===== src/corr_pkg.sv =====
// shared sizes, uart timing, opcodes, frame constants and counter map of the correlator
`default_nettype none

package corr_pkg;

	// ------------------------------------------------------------------
	// sizes
	// ------------------------------------------------------------------
	localparam int num_inputs    = 4;
	localparam int num_lags      = 4;
	localparam int num_pairs     = 6;
	localparam int counter_width = 16;
	localparam int num_counters  = num_inputs + num_inputs * num_lags + num_pairs; // 26
	localparam int addr_width    = 5;

	// uart bit period in intclk cycles
	localparam int baud_cycles = 16;

	// window length is base_window << arg for arg 0..7
	localparam int base_window = 64;
	localparam int win_width   = $clog2(base_window) + 8;

	localparam logic [7:0] frame_header = 8'hA5;

	// ------------------------------------------------------------------
	// counter index map, frame order
	// ------------------------------------------------------------------
	localparam int pulse_base = 0;
	localparam int auto_base  = num_inputs;                          // 4 + 4*i + k
	localparam int pair_base  = num_inputs + num_inputs * num_lags;  // 20

	// pair order (0,1) (0,2) (0,3) (1,2) (1,3) (2,3)
	localparam int pair_a [num_pairs] = '{0, 0, 0, 1, 1, 2};
	localparam int pair_b [num_pairs] = '{1, 2, 3, 2, 3, 3};

	// upper nibble of a command byte
	typedef enum logic [3:0] {
		op_invert    = 4'd1, // low nibble is the invert mask
		op_integrate = 4'd2  // low three bits are the window argument
	} cmd_op_t;

	typedef enum logic [1:0] {
		rx_idle,
		rx_start,
		rx_data,
		rx_stop
	} rx_state_t;

	typedef enum logic [2:0] {
		fs_idle,
		fs_header,
		fs_count,
		fs_hi,
		fs_lo,
		fs_csum
	} frame_state_t;

endpackage

`default_nettype wire


===== src/corr_rd_if.sv =====
// snapshot read port between the correlator and the frame transmitter
`timescale 1ns/100ps
`default_nettype none

interface corr_rd_if;
	import corr_pkg::*;

	logic                     snap_ready; // one cycle, new snapshot stored
	logic                     busy;       // window open
	logic [addr_width-1:0]    rd_addr;
	logic [counter_width-1:0] rd_data;    // one cycle after rd_addr

	modport correlator (
		output snap_ready,
		output busy,
		input  rd_addr,
		output rd_data
	);

	modport reader (
		input  snap_ready,
		input  busy,
		output rd_addr,
		input  rd_data
	);

endinterface

`default_nettype wire


===== src/uart_rx.sv =====
// uart receiver for 8N1 frames that gives one byte and a strobe per good frame
`timescale 1ns/100ps
`default_nettype none

module uart_rx (
	input  wire        intclk,
	input  wire        arst_n,
	input  wire        rx,
	output logic [7:0] rx_byte,
	output logic       rx_stb
);
	import corr_pkg::*;

	rx_state_t                      state;
	logic                           rx_meta;
	logic                           rx_sync;
	logic [$clog2(baud_cycles)-1:0] baud_cnt;
	logic [2:0]                     bit_idx;
	logic [7:0]                     shift;

	always_ff @(posedge intclk or negedge arst_n) begin
		if (!arst_n) begin
			rx_meta  <= 1'b1;
			rx_sync  <= 1'b1;
			state    <= rx_idle;
			baud_cnt <= '0;
			bit_idx  <= '0;
			shift    <= '0;
			rx_byte  <= '0;
			rx_stb   <= 1'b0;
		end else begin
			rx_meta <= rx;
			rx_sync <= rx_meta;
			rx_stb  <= 1'b0;
			baud_cnt <= baud_cnt + 1'b1;
			case (state)
				rx_idle: begin
					baud_cnt <= '0;
					if (!rx_sync)
						state <= rx_start;
				end
				rx_start: if (baud_cnt == baud_cycles / 2 - 1) begin
					baud_cnt <= '0;
					bit_idx  <= '0;
					state    <= rx_sync ? rx_idle : rx_data; // a glitch is not a start bit
				end
				rx_data: if (baud_cnt == baud_cycles - 1) begin
					baud_cnt <= '0;
					shift    <= {rx_sync, shift[7:1]}; // lsb first
					bit_idx  <= bit_idx + 1'b1;
					if (bit_idx == 3'd7)
						state <= rx_stop;
				end
				rx_stop: if (baud_cnt == baud_cycles - 1) begin
					state <= rx_idle;
					if (rx_sync) begin // framing error drops the byte
						rx_byte <= shift;
						rx_stb  <= 1'b1;
					end
				end
				default: state <= rx_idle;
			endcase
		end
	end

	a_stb_one_cycle: assert property (@(posedge intclk) disable iff (!arst_n)
		rx_stb |=> !rx_stb);

endmodule

`default_nettype wire


===== src/uart_tx.sv =====
// uart transmitter that sends one 8N1 byte per strobe
`timescale 1ns/100ps
`default_nettype none

module uart_tx (
	input  wire        intclk,
	input  wire        arst_n,
	input  wire  [7:0] tx_byte,
	input  wire        tx_stb,
	output logic       tx,
	output logic       tx_busy
);
	import corr_pkg::*;

	logic [$clog2(baud_cycles)-1:0] baud_cnt;
	logic [3:0]                     bit_cnt; // 0 start, 1..8 data, 9 stop
	logic [8:0]                     shift;   // data then stop bit

	always_ff @(posedge intclk or negedge arst_n) begin
		if (!arst_n) begin
			tx       <= 1'b1;
			tx_busy  <= 1'b0;
			baud_cnt <= '0;
			bit_cnt  <= '0;
			shift    <= '1;
		end else if (!tx_busy) begin
			if (tx_stb) begin
				tx       <= 1'b0; // start bit
				tx_busy  <= 1'b1;
				shift    <= {1'b1, tx_byte};
				baud_cnt <= '0;
				bit_cnt  <= '0;
			end
		end else if (baud_cnt == baud_cycles - 1) begin
			baud_cnt <= '0;
			if (bit_cnt == 4'd9) begin
				tx      <= 1'b1;
				tx_busy <= 1'b0;
			end else begin
				tx      <= shift[0];
				shift   <= {1'b1, shift[8:1]};
				bit_cnt <= bit_cnt + 1'b1;
			end
		end else begin
			baud_cnt <= baud_cnt + 1'b1;
		end
	end

	// the frame transmitter must hold off while a byte is on the line
	a_no_stb_busy: assert property (@(posedge intclk) disable iff (!arst_n)
		tx_stb |-> !tx_busy);

endmodule

`default_nettype wire


===== src/cmd_parser.sv =====
// command decoder that sets the invert mask and window argument and starts a window
`timescale 1ns/100ps
`default_nettype none

module cmd_parser (
	input  wire                              intclk,
	input  wire                              arst_n,
	input  wire  [7:0]                       rx_byte,
	input  wire                              rx_stb,
	output logic [corr_pkg::num_inputs-1:0]  invert_mask,
	output logic [2:0]                       window_arg,
	output logic                             start
);
	import corr_pkg::*;

	cmd_op_t op;

	assign op = cmd_op_t'(rx_byte[7:4]);

	always_ff @(posedge intclk or negedge arst_n) begin
		if (!arst_n) begin
			invert_mask <= '0;
			window_arg  <= '0;
			start       <= 1'b0;
		end else begin
			start <= 1'b0;
			if (rx_stb) begin
				case (op)
					op_invert: invert_mask <= rx_byte[num_inputs-1:0];
					op_integrate: begin
						window_arg <= rx_byte[2:0];
						start      <= 1'b1;
					end
					default: ; // unknown opcodes are ignored
				endcase
			end
		end
	end

endmodule

`default_nettype wire


===== src/lag_correlator.sv =====
// lag correlator with delay lines, window timer, saturating counters and snapshot
`timescale 1ns/100ps
`default_nettype none

module lag_correlator (
	input  wire                              intclk,
	input  wire                              arst_n,
	input  wire  [corr_pkg::num_inputs-1:0]  det_in,
	input  wire  [corr_pkg::num_inputs-1:0]  invert_mask,
	input  wire  [2:0]                       window_arg,
	input  wire                              start,
	corr_rd_if.correlator                    rd
);
	import corr_pkg::*;

	logic [num_inputs-1:0]    smp;                // sampled, inverted inputs
	logic [num_lags-1:0]      dly [num_inputs];   // dly[i][k] is smp[i] k+1 samples back
	logic                     busy;
	logic                     snap_ready;
	logic [win_width-1:0]     win_cnt;
	logic                     last;
	logic [num_counters-1:0]  hit;
	logic [counter_width-1:0] cnt      [num_counters];
	logic [counter_width-1:0] cnt_next [num_counters];
	logic [counter_width-1:0] snap     [num_counters];

	assign last          = busy && (win_cnt == '0);
	assign rd.busy       = busy;
	assign rd.snap_ready = snap_ready;

	// ------------------------------------------------------------------
	// sampling and window timer
	// ------------------------------------------------------------------
	always_ff @(posedge intclk or negedge arst_n) begin
		if (!arst_n) begin
			smp        <= '0;
			busy       <= 1'b0;
			snap_ready <= 1'b0;
			win_cnt    <= '0;
			for (int i = 0; i < num_inputs; i++)
				dly[i] <= '0;
		end else begin
			smp <= det_in ^ invert_mask;
			for (int i = 0; i < num_inputs; i++)
				dly[i] <= {dly[i][num_lags-2:0], smp[i]}; // runs outside the window too
			snap_ready <= last;
			if (start && !busy) begin
				busy    <= 1'b1;
				win_cnt <= (win_width'(base_window) << window_arg) - win_width'(1);
			end else if (last) begin
				busy <= 1'b0;
			end else if (busy) begin
				win_cnt <= win_cnt - 1'b1;
			end
		end
	end

	// ------------------------------------------------------------------
	// hit vector in frame order
	// ------------------------------------------------------------------
	for (genvar i = 0; i < num_inputs; i++) begin : g_in
		assign hit[pulse_base + i] = smp[i];
		for (genvar k = 0; k < num_lags; k++) begin : g_lag
			assign hit[auto_base + num_lags * i + k] = smp[i] & dly[i][k];
		end
	end

	for (genvar p = 0; p < num_pairs; p++) begin : g_pair
		assign hit[pair_base + p] = smp[pair_a[p]] & smp[pair_b[p]]; // lag 0
	end

	always_comb begin
		for (int j = 0; j < num_counters; j++)
			cnt_next[j] = (hit[j] && cnt[j] != '1) ? cnt[j] + 1'b1 : cnt[j];
	end

	always_ff @(posedge intclk) begin
		for (int j = 0; j < num_counters; j++) begin
			if (start && !busy)
				cnt[j] <= '0;
			else if (busy)
				cnt[j] <= cnt_next[j];
			if (last)
				snap[j] <= cnt_next[j]; // includes the final sample
		end
		rd.rd_data <= snap[rd.rd_addr];
	end

	// a new snapshot only appears once the window has closed
	a_snap_idle: assert property (@(posedge intclk) disable iff (!arst_n)
		rd.snap_ready |-> !rd.busy);

endmodule

`default_nettype wire


===== src/frame_tx.sv =====
// frame transmitter that sends header, count, counters high byte first and an xor checksum
`timescale 1ns/100ps
`default_nettype none

module frame_tx (
	input  wire        intclk,
	input  wire        arst_n,
	corr_rd_if.reader  rd,
	output logic [7:0] tx_byte,
	output logic       tx_stb,
	input  wire        tx_busy
);
	import corr_pkg::*;

	frame_state_t state;
	logic [7:0]   csum;
	logic         can_send;

	// busy rises a cycle after the strobe so the strobe cycle is skipped too
	assign can_send = !tx_busy && !tx_stb;

	always_ff @(posedge intclk or negedge arst_n) begin
		if (!arst_n) begin
			state      <= fs_idle;
			rd.rd_addr <= '0;
			csum       <= '0;
			tx_byte    <= '0;
			tx_stb     <= 1'b0;
		end else begin
			tx_stb <= 1'b0;
			case (state)
				fs_idle: if (rd.snap_ready) begin
					rd.rd_addr <= '0;
					csum       <= '0;
					state      <= fs_header;
				end
				fs_header: if (can_send) begin
					tx_byte <= frame_header; // not part of the checksum
					tx_stb  <= 1'b1;
					state   <= fs_count;
				end
				fs_count: if (can_send) begin
					tx_byte <= 8'(num_counters);
					tx_stb  <= 1'b1;
					csum    <= csum ^ 8'(num_counters);
					state   <= fs_hi;
				end
				fs_hi: if (can_send) begin
					tx_byte <= rd.rd_data[15:8];
					tx_stb  <= 1'b1;
					csum    <= csum ^ rd.rd_data[15:8];
					state   <= fs_lo;
				end
				fs_lo: if (can_send) begin
					tx_byte <= rd.rd_data[7:0];
					tx_stb  <= 1'b1;
					csum    <= csum ^ rd.rd_data[7:0];
					if (rd.rd_addr == addr_width'(num_counters - 1)) begin
						state <= fs_csum;
					end else begin
						rd.rd_addr <= rd.rd_addr + 1'b1; // data settles long before next byte
						state      <= fs_hi;
					end
				end
				fs_csum: if (can_send) begin
					tx_byte <= csum;
					tx_stb  <= 1'b1;
					state   <= fs_idle;
				end
				default: state <= fs_idle;
			endcase
		end
	end

endmodule

`default_nettype wire


===== src/corr_top.sv =====
// photon coincidence correlator top level with uart command and frame link
`timescale 1ns/100ps
`default_nettype none

module corr_top (
	input  wire                             intclk,
	input  wire                             arst_n,
	input  wire                             rx,
	input  wire [corr_pkg::num_inputs-1:0]  det_in,
	output wire                             tx,
	output wire                             integrating
);
	import corr_pkg::*;

	logic [7:0]            rx_byte;
	logic                  rx_stb;
	logic [num_inputs-1:0] invert_mask;
	logic [2:0]            window_arg;
	logic                  start;
	logic [7:0]            tx_byte;
	logic                  tx_stb;
	logic                  tx_busy;

	corr_rd_if rd_bus ();

	assign integrating = rd_bus.busy;

	// ------------------------------------------------------------------
	// command path
	// ------------------------------------------------------------------
	uart_rx u_rx (
		.intclk (intclk),
		.arst_n (arst_n),
		.rx     (rx),
		.rx_byte(rx_byte),
		.rx_stb (rx_stb)
	);

	cmd_parser u_cmd (
		.intclk     (intclk),
		.arst_n     (arst_n),
		.rx_byte    (rx_byte),
		.rx_stb     (rx_stb),
		.invert_mask(invert_mask),
		.window_arg (window_arg),
		.start      (start)
	);

	lag_correlator u_corr (
		.intclk     (intclk),
		.arst_n     (arst_n),
		.det_in     (det_in),
		.invert_mask(invert_mask),
		.window_arg (window_arg),
		.start      (start),
		.rd         (rd_bus.correlator)
	);

	// ------------------------------------------------------------------
	// result path
	// ------------------------------------------------------------------
	frame_tx u_frame (
		.intclk (intclk),
		.arst_n (arst_n),
		.rd     (rd_bus.reader),
		.tx_byte(tx_byte),
		.tx_stb (tx_stb),
		.tx_busy(tx_busy)
	);

	uart_tx u_tx (
		.intclk (intclk),
		.arst_n (arst_n),
		.tx_byte(tx_byte),
		.tx_stb (tx_stb),
		.tx     (tx),
		.tx_busy(tx_busy)
	);

endmodule

`default_nettype wire


===== config.mk =====
export PLATFORM = sky130hd
export DESIGN_NAME = corr_top
export DESIGN_NICKNAME = d
export VERILOG_FILES = /design/src/corr_pkg.sv /design/src/corr_rd_if.sv /design/src/uart_rx.sv /design/src/uart_tx.sv /design/src/cmd_parser.sv /design/src/lag_correlator.sv /design/src/frame_tx.sv /design/src/corr_top.sv
export SDC_FILE = /design/constraint.sdc
export NUM_CORES = 2
export LEC_CHECK = 0
export ABC_AREA = 1
export BUFFER_PORTS_ARGS = -buffer_cell sky130_fd_sc_hd__buf_4
export CORE_MARGIN = 4
export CORE_UTILIZATION = 45
export CTS_CLUSTER_DIAMETER = 150
export CTS_CLUSTER_SIZE = 24
export DETAILED_ROUTE_END_ITERATION = 16
export GPL_TIMING_DRIVEN = 0
export SLEW_MARGIN = 30
export SYNTH_ARGS = -nofsm -noshare
export SYNTH_HDL_FRONTEND = slang
export SYNTH_SLANG_ARGS = --single-unit

===== constraint.sdc =====
create_clock -name intclk -period 15.23 [get_ports intclk]
set_input_delay 0.7615 -clock intclk [delete_from_list [all_inputs] [get_ports intclk]]
set_output_delay 0.7615 -clock intclk [all_outputs]
set_load 0.01 [all_outputs]

==> summary.md <==
| Metric | Value |
|---|---|
| Outcome | `completed` |
| Syn avg cell area | `around 8.1 um^2` |
| Worst-Skew Late Latency | `about 0.7 ns` |
| H-tree levels | `2` |
| Std-Cell Rows | `around 130` |
| Ys async rst share | `a little under an eighth` |
| Most frequent cells in the layout | `2458 x nand2_1, 832 x edfxtp_1, 810 x nor2_1` |
| DP Area | `~0.055 mm^2` |
| Cell taking the most area after synthesis | `edfxtp_1` |
| Worst setup EP type | `flip-flop` |
| CTS max path bufs | `3` |
| Initial antenna violation count | `0` |
| Cell area after synthesis | `between 0.05 and 0.06 mm^2` |
| Clk network pwr share | `between 30% and 40%` |
| Max Slew Vio Count | `0` |
| Post-DRT Antenna Nets | `0` |
| # setup viols final | `0` |
| Post-synth EDFFs | `832` |
| Most common cell after layout, fill and taps aside | `nand2_1` |
| Synth cell types | `between 40 and 50` |
| Final cell count without fillers | `about 8k` |
| Starting Density | `around 45%` |
| Top FF cell, synth | `edfxtp_1` |
| Worst EP arrival | `approximately 3.4 ns` |
| Final setup TNS | `0 ns` |
| Final hold violation count | `0` |
| HPWL after DPL | `around 110000 um` |
| GPL Wtd Cong | `slightly below 1` |
| Io pins | `9` |
| Clock Root Buffer | `clkbuf_16` |
| Share of the synthesized area in the top cell type | `47.2%` |
| Slew margin rel. | `approximately a third` |
| VDD IR-drop max | `just under 80 uV` |
| P per Cell Area | `about 77 mW/mm^2` |
| Vias in the first global route | `between 30k and 40k` |
| Static Leak | `between 20 and 30 nW` |
| Critical path fanouts, max | `94` |
| RSZ-0062 raised after global routing | `false` |
| GRT Util Overall | `between 20% and 30%` |
| Ranking of synthesized cells by area | `edfxtp_1 47%, nand2_1 17%, nor2_1 5.7%, dfrtp_1 4.9%, a21oi_1 4.1%` |
| Fill cells | `about 11k` |
| Core area | `around 0.12 mm^2` |
| Die Y | `about 350 um` |
| DRT Pass-1 Iters | `6` |
| Final net count | `around 6.7k` |
| Worst setup SP type | `flip-flop` |
| Synth warn | `0` |
| Clock Sinks | `slightly below 1k` |
| Internal | `around 3.4 mW` |
| Final Worst Setup Slack | `about 12 ns` |
| Crit path kind | `flip-flop to flip-flop` |
| Sw Pwr | `0.936 mW` |
| Max_cap viols | `0` |
| Vias/cell | `5.24` |
| Post-Place Cells | `~8.1k` |
| Antenna cell count | `0` |
| Switch share | `21.4%` |
| Max Fclk | `between 300 and 400 MHz` |
| Layout cells sized above 1 | `under 10%` |
| Vias | `between 40k and 50k` |
| Total gr overflow | `0` |
| Residual DRC count | `0` |
| Number of setup buffers added after CTS | `0` |
| Worst Tran Pin Value | `1.00 ns` |
| Gate power share | `around 1.4%` |
| Largest net degree at the start of global routing | `95` |
| Routed wire per std cell | `between 15 and 20 um` |
| Worst Skew | `around 0.032 ns` |
| CTS tree | `built` |
| Syn Inst Count | `~6.5k` |
| Synthesis-to-finish area growth | `7.05%` |
| First-pass GRT wire length | `roughly 220000 um` |
| DIE WIDTH | `between 300 and 400 um` |
| Pre-CTS setup slack | `approximately 12 ns` |
| Register area share after synthesis | `~53%` |
| IO buf count | `8` |
| Die footprint | `0.123 mm^2` |
| Required @ worst endpoint | `roughly 16 ns` |
| Syn Nets | `about 6.6k` |
| Fin area | `roughly 0.057 mm^2` |
| First DRT Iteration DRCs | `about 4.1k` |
| Drt total wl | `between 100000 and 150000 um` |
| Sequential power share | `between 60% and 70%` |
| Post-synthesis register bit count | `roughly 960` |
| Clock transition at the registers of the reported paths | `~0.10 ns` |
| Hold Path Class | `primary input to flip-flop` |
| Final hold slack | `roughly 0.18 ns` |
| Cts bufs inserted | `46` |
| Final Cycle Share | `between 20% and 30%` |
| Fin crit period | `3.06 ns` |
power groups by stage:
stage               Clock (mW)  Combinational, mW  Sequential (mW)
floorplan                    0             0.0392             2.90
global placement             0             0.0590             2.90
detailed placement           0             0.0621             2.90
CTS                       1.52             0.0624             2.84
global route              1.61             0.0712             2.84
finish                    1.48             0.0610             2.84
stage by stage:
step / power [mW] / utilization (%)
after floorplan: 2.94 / -
after global placement: 2.96 / 47.1
after detailed placement: 2.96 / 47.4
after CTS: 4.42 / 48.6
after global routing: 4.52 / 48.6
final: 4.38 / 48.6
cell usage after synthesis (15+ instances only):
master / number
nand3_1: 373
o21ai_1: 15
xor2_1: 72
edfxtp_1: 832
nand2_2: 51
nand4_1: 135
nor2_1: 810
dfxtp_1: 16
and2_0: 21
ha_1: 42
nand2_1: 2459
nor2_4: 27
clkbuf_1: 78
buf_2: 75
inv_2: 15
buf_6: 19
dfrtp_1: 104
o21ai_0: 263
nor2_2: 34
inv_1: 479
nor3_1: 22
xnor2_1: 56
a21oi_1: 435
kinds of logic (layout without fill, tap and decap cells):
| family | after synthesis | after routing | synth area share (%) |
|---|---|---|---|
| and+or+nand+nor | 3955 | 3955 | 30.7 |
| DFF | 963 | 963 | 53.3 |
| AOI/OAI and AO/OA | 745 | 745 | 7.22 |
| buffers and inverters | 704 | 814 | 5.63 |
| xor gates and xnor gates | 128 | 128 | 2.12 |
| adders and majority gates | 42 | 42 | 0.993 |
| muxes | 2 | 2 | 0.0426 |
flip-flops by register name, summed over array words and instances (netlist names), 3 cells and up, named ones only:
register / cells
u_cmd.invert_mask: 4
u_frame.csum: 8
u_rx.baud_cnt: 4
u_rx.rx_byte: 8
u_rx.shift: 8
u_corr.snap: 416
u_tx.baud_cnt: 4
u_frame.state: 3
u_frame.tx_byte: 8
u_tx.bit_cnt: 4
u_rx.bit_idx: 3
u_frame.rd.rd_addr: 5
u_corr.smp: 4
u_corr.dly: 16
u_cmd.window_arg: 3
u_corr.cnt: 416
u_corr.rd.rd_data: 16
u_corr.win_cnt: 14
u_tx.shift: 8
final cells by class:
type / instances / area, um^2 / share of cell area [%]
clock inverter: 4 / 53.8 / 0.0950
buffer: 198 / 1060 / 1.88
clock buffer: 82 / 1300 / 2.29
inverter: 506 / 1930 / 3.40
tap: 1524 / 1910 / 3.37
multi-input combinational: 4872 / 21700 / 38.4
sequential: 963 / 28200 / 49.8
timing repair buffer: 24 / 453 / 0.800
critical path: stages, from the launching register on:
cell and delay (ns):
dfrtp_1 0.41, inv_1 0.08, ha_1 0.19, nand3_1 0.23, nor2_1 0.20, nand2_1 0.19, inv_8 0.43, buf_16 0.44
buf_16 0.36
repair_timing:
item | CTS | global route
endpoints found under the setup margin | 0 | 0
gates resized for setup | 0 | 0
hold endpoints to repair | 42 | 0
hold buffers | 1 | 0
final timing paths:
| check | endpoint | slack (ns) | depth (start not counted) | start |
|---|---|---|---|---|
| min reg2reg | u_rx.rx_sync | 0.36 | 0 | u_rx.rx_meta |
| min in group asynchronous | u_rx.shift[2] | 0.59 | 2 | arst_n |
| max reg2reg | u_corr.snap[0][0] | 12.17 | 8 | u_corr.win_cnt[0] |
| max | u_corr.snap[0][0] | 12.17 | 8 | u_corr.win_cnt[0] |
| max in group asynchronous | u_tx.tx | 13.80 | 3 | arst_n |
| min | u_rx.rx_meta | 0.18 | 1 | rx |
per-layer routing:
layer	wire length, um	vias up	track usage (%)
met1	66100	19981	33.0
met4	4720	0	7.22
li1	-	21621	-
met5	0	-	0
met2	63800	1088	36.4
met3	8660	169	3.24
Note: power is estimated with default switching activity, not from simulation.
